<file path="src/verilog/exe_settings.svh">
`ifndef EXE_SETTINGS_SVH
`define EXE_SETTINGS_SVH

// datapath and register file
`define EXE_DATA_W      32
`define EXE_REG_ADDR_W  5

// instruction immediate
`define EXE_IMM_W       16

// data memory request fields
`define EXE_STRB_W      4
`define EXE_SIZE_W      3

// exception code field
`define EXE_EXCODE_W    5

// return address is pc + 8 past the delay slot
`define EXE_LINK_OFFSET 8

`endif

</file>
<file path="src/verilog/exe_pkg.sv">
`include "exe_settings.svh"

package exe_pkg;

    // alu and hi/lo operations
    typedef enum logic [4:0] {
        alu_add,
        alu_sub,
        alu_slt,
        alu_sltu,
        alu_and,
        alu_or,
        alu_xor,
        alu_nor,
        alu_sll,
        alu_srl,
        alu_sra,
        alu_lui,
        alu_mult,
        alu_multu,
        alu_mthi,
        alu_mtlo,
        alu_mfhi,
        alu_mflo
    } alu_op_t;

    // data memory access
    typedef enum logic [3:0] {
        mem_none,
        mem_lw, mem_lh, mem_lhu, mem_lb, mem_lbu,
        mem_sw, mem_sh, mem_sb, mem_swl, mem_swr
    } mem_op_t;

    // sa is imm[10:6] zero-extended
    typedef enum logic [1:0] {
        src1_rs,
        src1_pc,
        src1_sa
    } src1_sel_t;

    typedef enum logic [1:0] {
        src2_rt,
        src2_simm,
        src2_zimm,
        src2_link
    } src2_sel_t;

    typedef enum logic [`EXE_EXCODE_W-1:0] {
        exc_none = 0,
        exc_adel = 4,
        exc_ades = 5,
        exc_ov   = 12
    } exc_code_t;

endpackage

</file>
<file path="src/verilog/exe_op_if.sv">
`include "exe_settings.svh"

interface exe_op_if
    import exe_pkg::*;
();
    // held instruction
    logic                    valid;
    alu_op_t                 alu_op;
    src1_sel_t               src1_sel;
    src2_sel_t               src2_sel;
    logic [`EXE_IMM_W-1:0]   imm;
    logic [`EXE_DATA_W-1:0]  rs_value;
    logic [`EXE_DATA_W-1:0]  rt_value;
    logic [`EXE_DATA_W-1:0]  pc;
    mem_op_t                 mem_op;
    logic                    commit;
    logic                    store_ok;

    // datapath results
    logic [`EXE_DATA_W-1:0]  src1;
    logic [`EXE_DATA_W-1:0]  src2;
    logic [`EXE_DATA_W-1:0]  alu_result;
    logic                    overflow;
    logic [`EXE_DATA_W-1:0]  hi_value;
    logic [`EXE_DATA_W-1:0]  lo_value;

    modport ctrl (
        output valid, alu_op, src1_sel, src2_sel, imm, rs_value, rt_value, pc, mem_op,
        output commit, store_ok,
        input  alu_result, overflow
    );

    modport alu (
        input  alu_op, src1_sel, src2_sel, imm, rs_value, rt_value, pc, hi_value, lo_value,
        output src1, src2, alu_result, overflow
    );

    modport hilo (
        input  alu_op, src1, src2, commit,
        output hi_value, lo_value
    );

    modport store (
        input  mem_op, rt_value, alu_result, store_ok
    );

endinterface

</file>
<file path="src/verilog/exe_control.sv">
`include "exe_settings.svh"

module exe_control
    import exe_pkg::*;
(
    input  logic                       clk,
    input  logic                       reset,
    input  logic                       flush,
    input  logic                       in_valid,
    output logic                       in_ready,
    input  alu_op_t                    in_alu_op,
    input  src1_sel_t                  in_src1_sel,
    input  src2_sel_t                  in_src2_sel,
    input  mem_op_t                    in_mem_op,
    input  logic [`EXE_IMM_W-1:0]      in_imm,
    input  logic [`EXE_DATA_W-1:0]     in_rs_value,
    input  logic [`EXE_DATA_W-1:0]     in_rt_value,
    input  logic [`EXE_DATA_W-1:0]     in_pc,
    input  logic [`EXE_REG_ADDR_W-1:0] in_dest,
    input  logic                       in_gr_we,
    input  logic                       in_ov_check,
    input  logic                       out_ready,
    output logic                       out_valid,
    output logic [`EXE_REG_ADDR_W-1:0] out_dest,
    output logic                       out_gr_we,
    output mem_op_t                    out_mem_op,
    output logic                       out_ex,
    output exc_code_t                  out_excode,
    output logic                       mem_req,
    output logic [`EXE_DATA_W-1:0]     mem_addr,
    input  logic                       mem_addr_ok,
    exe_op_if.ctrl                     op
);

    logic                       accepted;
    logic [`EXE_REG_ADDR_W-1:0] dest;
    logic                       gr_we;
    logic                       ov_check;
    logic                       live;
    logic                       has_mem_op;
    logic                       ready_go;
    logic [1:0]                 addr_lo;
    logic                       ov_hit;
    logic                       adel_hit;
    logic                       ades_hit;

    // stage register
    always_ff @(posedge clk) begin
        if (reset || flush) begin
            op.valid <= 1'b0;
        end else if (in_ready) begin
            op.valid <= in_valid;
        end
        if (in_valid && in_ready) begin
            op.alu_op   <= in_alu_op;
            op.src1_sel <= in_src1_sel;
            op.src2_sel <= in_src2_sel;
            op.mem_op   <= in_mem_op;
            op.imm      <= in_imm;
            op.rs_value <= in_rs_value;
            op.rt_value <= in_rt_value;
            op.pc       <= in_pc;
            dest        <= in_dest;
            gr_we       <= in_gr_we;
            ov_check    <= in_ov_check;
        end
    end

    // set once the address is taken and held until the instruction leaves
    always_ff @(posedge clk) begin
        if (reset || flush || (out_valid && out_ready)) begin
            accepted <= 1'b0;
        end else if (mem_req && mem_addr_ok) begin
            accepted <= 1'b1;
        end
    end

    assign addr_lo  = op.alu_result[1:0];
    assign ov_hit   = ov_check && op.overflow;
    assign adel_hit = (op.mem_op == mem_lw && addr_lo != 2'b00) ||
                      (op.mem_op inside {mem_lh, mem_lhu} && addr_lo[0]);
    assign ades_hit = (op.mem_op == mem_sw && addr_lo != 2'b00) ||
                      (op.mem_op == mem_sh && addr_lo[0]);

    assign out_ex = ov_hit || adel_hit || ades_hit;

    always_comb begin
        if (ov_hit) begin
            out_excode = exc_ov;
        end else if (adel_hit) begin
            out_excode = exc_adel;
        end else if (ades_hit) begin
            out_excode = exc_ades;
        end else begin
            out_excode = exc_none;
        end
    end

    // a flushed instruction neither requests nor leaves
    assign live       = op.valid && !flush;
    assign has_mem_op = (op.mem_op != mem_none);
    assign ready_go   = !has_mem_op || out_ex || accepted || mem_addr_ok;
    assign out_valid  = live && ready_go;
    assign in_ready   = !op.valid || (ready_go && out_ready);

    assign mem_req  = live && has_mem_op && !out_ex && !accepted;
    assign mem_addr = op.alu_result;

    assign op.commit   = out_valid && out_ready && !out_ex;
    assign op.store_ok = mem_req && (op.mem_op inside {mem_sw, mem_sh, mem_sb, mem_swl, mem_swr});

    assign out_dest   = dest;
    assign out_gr_we  = gr_we;
    assign out_mem_op = op.mem_op;

endmodule

</file>
<file path="src/verilog/exe_alu.sv">
`include "exe_settings.svh"

module exe_alu
    import exe_pkg::*;
(
    exe_op_if.alu                  op,
    output logic [`EXE_DATA_W-1:0] out_result
);

    logic                   is_sub;
    logic [`EXE_DATA_W-1:0] adder_b;
    logic [`EXE_DATA_W-1:0] adder_sum;
    logic [4:0]             shamt;

    always_comb begin
        case (op.src1_sel)
            src1_pc: op.src1 = op.pc;
            src1_sa: op.src1 = {{(`EXE_DATA_W - 5){1'b0}}, op.imm[10:6]};
            default: op.src1 = op.rs_value;
        endcase
    end

    always_comb begin
        case (op.src2_sel)
            src2_simm: begin
                op.src2 = {{(`EXE_DATA_W - `EXE_IMM_W){op.imm[`EXE_IMM_W-1]}}, op.imm};
            end
            src2_zimm: begin
                op.src2 = {{(`EXE_DATA_W - `EXE_IMM_W){1'b0}}, op.imm};
            end
            src2_link: begin
                op.src2 = `EXE_DATA_W'(`EXE_LINK_OFFSET);
            end
            default: begin
                op.src2 = op.rt_value;
            end
        endcase
    end

    // shared adder, sub as a + ~b + 1
    assign is_sub    = (op.alu_op == alu_sub);
    assign adder_b   = is_sub ? ~op.src2 : op.src2;
    assign adder_sum = op.src1 + adder_b + `EXE_DATA_W'(is_sub);

    // operands agree in sign but the sum does not
    assign op.overflow = (op.alu_op inside {alu_add, alu_sub}) &&
                         (op.src1[`EXE_DATA_W-1] == adder_b[`EXE_DATA_W-1]) &&
                         (adder_sum[`EXE_DATA_W-1] != op.src1[`EXE_DATA_W-1]);

    assign shamt = op.src1[4:0];

    always_comb begin
        case (op.alu_op)
            alu_add, alu_sub: begin
                op.alu_result = adder_sum;
            end
            alu_slt: begin
                op.alu_result = `EXE_DATA_W'($signed(op.src1) < $signed(op.src2));
            end
            alu_sltu: begin
                op.alu_result = `EXE_DATA_W'(op.src1 < op.src2);
            end
            alu_and: op.alu_result = op.src1 & op.src2;
            alu_or:  op.alu_result = op.src1 | op.src2;
            alu_xor: op.alu_result = op.src1 ^ op.src2;
            alu_nor: op.alu_result = ~(op.src1 | op.src2);
            alu_sll: op.alu_result = op.src2 << shamt;
            alu_srl: op.alu_result = op.src2 >> shamt;
            alu_sra: begin
                op.alu_result = $unsigned($signed(op.src2) >>> shamt);
            end
            alu_lui: begin
                op.alu_result = {op.imm, {(`EXE_DATA_W - `EXE_IMM_W){1'b0}}};
            end
            // mult operands and move sources go out as rs
            alu_mult, alu_multu, alu_mthi, alu_mtlo: begin
                op.alu_result = op.src1;
            end
            default: begin
                op.alu_result = '0;
            end
        endcase
    end

    always_comb begin
        case (op.alu_op)
            alu_mfhi: out_result = op.hi_value;
            alu_mflo: out_result = op.lo_value;
            default:  out_result = op.alu_result;
        endcase
    end

endmodule

</file>
<file path="src/verilog/exe_hilo.sv">
`include "exe_settings.svh"

module exe_hilo
    import exe_pkg::*;
(
    input  logic   clk,
    input  logic   reset,
    exe_op_if.hilo op
);

    logic                                signed_mul;
    logic signed [2*`EXE_DATA_W+1:0]     product_full;
    logic        [2*`EXE_DATA_W-1:0]     product;

    // one multiplier, operands widened by one sign or zero bit
    assign signed_mul   = (op.alu_op == alu_mult);
    assign product_full = $signed({signed_mul && op.src1[`EXE_DATA_W-1], op.src1}) *
                          $signed({signed_mul && op.src2[`EXE_DATA_W-1], op.src2});
    assign product      = product_full[2*`EXE_DATA_W-1:0];

    always_ff @(posedge clk) begin
        if (reset) begin
            op.hi_value <= '0;
            op.lo_value <= '0;
        end else if (op.commit) begin
            case (op.alu_op)
                alu_mult, alu_multu: begin
                    op.hi_value <= product[2*`EXE_DATA_W-1:`EXE_DATA_W];
                    op.lo_value <= product[`EXE_DATA_W-1:0];
                end
                alu_mthi: begin
                    op.hi_value <= op.src1;
                end
                alu_mtlo: begin
                    op.lo_value <= op.src1;
                end
                default: begin
                end
            endcase
        end
    end

endmodule

</file>
<file path="src/verilog/exe_store_format.sv">
`include "exe_settings.svh"

module exe_store_format
    import exe_pkg::*;
(
    exe_op_if.store                op,
    output logic                   mem_wr,
    output logic [`EXE_SIZE_W-1:0] mem_size,
    output logic [`EXE_STRB_W-1:0] mem_wstrb,
    output logic [`EXE_DATA_W-1:0] mem_wdata
);

    logic [1:0]             offset;
    logic [`EXE_STRB_W-1:0] strb;

    assign offset = op.alu_result[1:0];

    // lane placement
    always_comb begin
        case (op.mem_op)
            mem_sb:  mem_wdata = {4{op.rt_value[7:0]}};
            mem_sh:  mem_wdata = {2{op.rt_value[15:0]}};
            // swl keeps the high bytes, 24 bits right at offset 0
            mem_swl: mem_wdata = op.rt_value >> {~offset, 3'b000};
            mem_swr: mem_wdata = op.rt_value << {offset, 3'b000};
            default: mem_wdata = op.rt_value;
        endcase
    end

    always_comb begin
        case (op.mem_op)
            mem_sw:  strb = 4'hf;
            mem_sb:  strb = 4'h1 << offset;
            mem_sh:  strb = offset[1] ? 4'hc : 4'h3;
            // 1, 3, 7, f
            mem_swl: strb = ~(4'he << offset);
            // f, e, c, 8
            mem_swr: strb = 4'hf << offset;
            default: strb = 4'h0;
        endcase
    end

    // no strobes unless a live store request is out
    assign mem_wstrb = op.store_ok ? strb : '0;

    always_comb begin
        case (op.mem_op)
            mem_lb, mem_lbu, mem_sb: begin
                mem_size = `EXE_SIZE_W'(0);
            end
            mem_lh, mem_lhu, mem_sh: begin
                mem_size = `EXE_SIZE_W'(1);
            end
            mem_lw, mem_sw, mem_swl, mem_swr: begin
                mem_size = `EXE_SIZE_W'(2);
            end
            default: begin
                mem_size = `EXE_SIZE_W'(0);
            end
        endcase
    end

    assign mem_wr = (op.mem_op inside {mem_sw, mem_sh, mem_sb, mem_swl, mem_swr});

endmodule

</file>
<file path="src/verilog/exe_stage.sv">
`include "exe_settings.svh"

module exe_stage
    import exe_pkg::*;
(
    input  logic                       clk,
    input  logic                       reset,
    input  logic                       flush,

    // from decode
    input  logic                       in_valid,
    output logic                       in_ready,
    input  alu_op_t                    in_alu_op,
    input  src1_sel_t                  in_src1_sel,
    input  src2_sel_t                  in_src2_sel,
    input  mem_op_t                    in_mem_op,
    input  logic [`EXE_IMM_W-1:0]      in_imm,
    input  logic [`EXE_DATA_W-1:0]     in_rs_value,
    input  logic [`EXE_DATA_W-1:0]     in_rt_value,
    input  logic [`EXE_DATA_W-1:0]     in_pc,
    input  logic [`EXE_REG_ADDR_W-1:0] in_dest,
    input  logic                       in_gr_we,
    input  logic                       in_ov_check,

    // to memory stage
    output logic                       out_valid,
    input  logic                       out_ready,
    output logic [`EXE_DATA_W-1:0]     out_result,
    output logic [`EXE_REG_ADDR_W-1:0] out_dest,
    output logic                       out_gr_we,
    output mem_op_t                    out_mem_op,
    output logic                       out_ex,
    output exc_code_t                  out_excode,

    // data memory request
    output logic                       mem_req,
    output logic                       mem_wr,
    output logic [`EXE_SIZE_W-1:0]     mem_size,
    output logic [`EXE_DATA_W-1:0]     mem_addr,
    output logic [`EXE_STRB_W-1:0]     mem_wstrb,
    output logic [`EXE_DATA_W-1:0]     mem_wdata,
    input  logic                       mem_addr_ok
);

    exe_op_if op ();

    exe_control u_control (
        .clk         (clk),
        .reset       (reset),
        .flush       (flush),
        .in_valid    (in_valid),
        .in_ready    (in_ready),
        .in_alu_op   (in_alu_op),
        .in_src1_sel (in_src1_sel),
        .in_src2_sel (in_src2_sel),
        .in_mem_op   (in_mem_op),
        .in_imm      (in_imm),
        .in_rs_value (in_rs_value),
        .in_rt_value (in_rt_value),
        .in_pc       (in_pc),
        .in_dest     (in_dest),
        .in_gr_we    (in_gr_we),
        .in_ov_check (in_ov_check),
        .out_ready   (out_ready),
        .out_valid   (out_valid),
        .out_dest    (out_dest),
        .out_gr_we   (out_gr_we),
        .out_mem_op  (out_mem_op),
        .out_ex      (out_ex),
        .out_excode  (out_excode),
        .mem_req     (mem_req),
        .mem_addr    (mem_addr),
        .mem_addr_ok (mem_addr_ok),
        .op          (op.ctrl)
    );

    exe_alu u_alu (
        .op         (op.alu),
        .out_result (out_result)
    );

    exe_hilo u_hilo (
        .clk   (clk),
        .reset (reset),
        .op    (op.hilo)
    );

    exe_store_format u_store_format (
        .op        (op.store),
        .mem_wr    (mem_wr),
        .mem_size  (mem_size),
        .mem_wstrb (mem_wstrb),
        .mem_wdata (mem_wdata)
    );

endmodule

</file>
<file path="config.mk">
export PLATFORM = sky130hd
export DESIGN_NAME = exe_stage
export DESIGN_NICKNAME = d
export VERILOG_FILES = /design/src/verilog/exe_pkg.sv /design/src/verilog/exe_op_if.sv /design/src/verilog/exe_control.sv /design/src/verilog/exe_alu.sv /design/src/verilog/exe_hilo.sv /design/src/verilog/exe_store_format.sv /design/src/verilog/exe_stage.sv
export VERILOG_INCLUDE_DIRS = /design/src /design/src/verilog
export SDC_FILE = /design/constraint.sdc
export NUM_CORES = 2
export LEC_CHECK = 0
export BUFFER_PORTS_ARGS = -buffer_cell sky130_fd_sc_hd__buf_4
export CAP_MARGIN = 10
export CORE_ASPECT_RATIO = 0.9
export CORE_UTILIZATION = 38
export DETAILED_ROUTE_END_ITERATION = 10
export PLACE_DENSITY = 0.57
export SYNTH_ARGS = -nofsm -noshare
export SYNTH_HDL_FRONTEND = slang
export SYNTH_SLANG_ARGS = --single-unit
</file>
<file path="constraint.sdc">
create_clock -name clk -period 10.6 [get_ports clk]
set_input_delay 0.53 -clock clk [delete_from_list [all_inputs] [get_ports clk]]
set_output_delay 0.53 -clock clk [all_outputs]
set_load 0.01 [all_outputs]
</file>
==> impl_metrics.ini <==
[finish]
layout.cells.non_filler = 8543
drive_above_1_share_pct = 10.8
num-nets-final = 8190
layout_commonest_cell = fa_1
final_util_pct = 42.7
final_cell_mix = 1126 x fa_1, 1104 x inv_1, 816 x nand2_1
areaGrowthSynthToFinish_pct = 10.8

[global_routing]
antenna_found_initial = 15
gr-total-overflow = 0
grt_pass1_vias = 50715
grt_pass1_wl_um = 378000
grt_usage_pct = 36.4
grt_max_degree = 130

[cts]
clk_latency_ps = 560
cts_max_level = 4
cts_tree = built
hold_buffers = 0
clockBufferDepth = 2
numCtsBuffers = 17
clk_pin_slew_ps = 110
cts-root-buf = clkbuf_16
cts_num_sinks = 200

[drt]
drt-wirelength-per-cell_um = 31.1
drt_iter0_drc = 5894
vias_per_cell = 5.79
drt-total-wl_um = 265000
drc = 0
drt_pass1_iterations = 6
drtAntennaViolNets = 0
via_count = 49440

[logic_synthesis]
synth_ff_type = edfxtp_1
synth-seq-cells = 200
async_flop_share_pct = 0
synth_top_family_by_area = adder cells
synthMuxAreaShare_pct = 2.87
synth_fa_ha_area_share_pct = 48.2
synth_simple_gate_area_share_pct = 13.5
netlist_instances = 6423
synth_xor_area_share_pct = 2.56
ys_types = 106
yosysSeqAreaShare_pct = 9.55
synth_warnings = 0
synthesis.area_sq_mm = 0.0557
synth_edf_count = 132
synth_compound_area_share_pct = 12.7
syn-mean-instance-area_sq_um = 8.68

[job]
cap_viol_max_count = 0

[timing]
slew_violations = 0
period_minus_slack_ps = 10380
tightest_slew_ps = 1320
period_share_pct = 97.9
setup_viol = 0
whs_ps = 137
clock.fmax_mhz = 96.3
fin_skew_ps = 31.6
slew_headroom_pct = 11.2
setup_ws_ps = 220
final_hold_viol_count = 0

[die]
coreArea_sq_mm = 0.145
num_rows = 132
dieHeight_um = 365
start_util_pct = 38.5
die_area_sq_mm = 0.148
die_w_um = 406
boundaryPins = 261

[worst_setup_path]
end_kind = flip-flop
max_stage_delay_ps = 580
cpMostUsedCell = fa_1
arrival_ps = 10830
crit_path_top_delay_cell = inv_1
critPathRequiredTime_ps = 11050
crit_type = flip-flop to flip-flop
worstPathMaxFanout = 26
worstSetupStartpointType = flip-flop

[worst_hold_path]
hp-class = primary input to flip-flop

[placed_design]
dpl.cell_count = 8496
io_buffers = 257
dp_hpwl_um = 217000
pre_cts_ws_ps = -235
gp_congestion = 1.05

[run_status]
outcome = finished clean
-- per-layer routing --
| layer | GRT usage [%] | vias up | routed length (um) |
|---|---|---|---|
| met4 | 17.4 | 12 | 15100 |
| met5 | 0 | - | 76 |
| met3 | 11.5 | 562 | 31900 |
| li1 | - | 20539 | - |
| met2 | 53.1 | 2809 | 111000 |
| met1 | 48.8 | 25518 | 107000 |
-- layout make-up --
| cell class | instances | area [sq um] |
|---|---|---|
| fillers | 14658 | 82900 |
| multi-input cells | 4669 | 44700 |
| flip-flops and latches | 200 | 5330 |
| repair buffers | 549 | 4360 |
| inverters | 1146 | 4350 |
| well taps | 1943 | 2430 |
| clock buffers | 17 | 425 |
| clock inverters | 14 | 180 |
| diodes | 5 | 12.5 |
-- Yosys cell counts (all sizes together), types with 15 or more instances --
cell | instances | share of area (%)
inv | 1131 | 7.6
fa | 1126 | 40
nand2 | 818 | 5.5
nor2 | 779 | 5.3
ha | 343 | 7.7
clkbuf | 274 | 1.8
a21oi | 259 | 2.3
o21ai | 200 | 1.8
buf | 136 | 1.1
edfxtp | 132 | 7.1
mux2i | 129 | 2.4
xnor2 | 129 | 2.0
a211oi | 98 | 1.4
a21o | 83 | 1.1
dfxtp | 68 | 2.4
nand3 | 49 | 0.45
nor3 | 49 | 0.45
a22o | 48 | 0.77
o21bai | 43 | 0.58
nand2b | 41 | 0.46
o211ai | 33 | 0.44
xor2 | 33 | 0.53
a221oi | 31 | 0.53
a22oi | 28 | 0.40
a31oi | 25 | 0.29
nor2b | 22 | 0.25
a211o | 21 | 0.33
o22ai | 21 | 0.24
nand4 | 19 | 0.21
clkinv | 15 | 0.10
mux2 | 15 | 0.31
o21a | 15 | 0.20
o31ai | 15 | 0.20
-- sequential cells by signal (all words and copies together), names as in the netlist, 4 cells and up --
signal,cells
u_control.op.pc,32
u_control.op.rs_value,32
u_control.op.rt_value,32
u_hilo.op.hi_value,32
u_hilo.op.lo_value,32
u_control.op.imm,16
u_control.op.alu_op,5
u_control.out_dest,5
u_control.op.mem_op,4
-- worst max-delay path: cells and delay by family, from the launching register on --
kind                     cells  cell delay [ps]
AO/OA/AOI/OAI                8             2140
XOR/XNOR                     1              400
adder cells (fa/ha/maj)     10             4880
buffers and inverters        8             1530
flip-flops                   1              400
AND/OR/NAND/NOR              5              920
-- what timing repair did --
action                     in CTS  in global routing
pin swaps                       0                  1
hold endpoints to repair        0                  0
setup endpoints to repair       7                 11
setup buffers                   0                 10
resized for setup               3                 25
-- final timing paths --
| path | startpoint | to | slack, ps | depth (start not counted) |
|---|---|---|---|---|
| hold / removal | in_alu_op[3] | u_control.op.alu_op[3] | 140 | 1 |
| hold reg to reg | u_hilo.op.lo_value[9] | u_hilo.op.lo_value[9] | 500 | 2 |
| setup reg to reg | u_control.op.src1_sel[1] | u_hilo.op.hi_value[18] | 220 | 32 |
| setup / recovery | u_control.op.src1_sel[1] | u_hilo.op.hi_value[18] | 220 | 32 |
-- logic make-up after synthesis --
| logic type | after synthesis |
|---|---|
| AO/OA/AOI/OAI | 1042 |
| other | 1 |
| AND/OR/NAND/NOR | 1843 |
| adder cells (fa/ha/maj) | 1470 |
| buffers and inverters | 1556 |
| XOR/XNOR | 162 |
| multiplexers | 149 |
| flip-flops | 200 |
-- through the flow --
step / instance area [sq um] / TNS, ps
floorplan: 55700 / 0
global placement: 60900 / -686
detailed placement: 60900 / -923
CTS: 61500 / 0
global route: 61700 / -30.8
finish: 61700 / 0
Power is left out: the tool's default activity adds up to more than one toggle a clock period on the data nets, which glitch-free logic cannot reach.
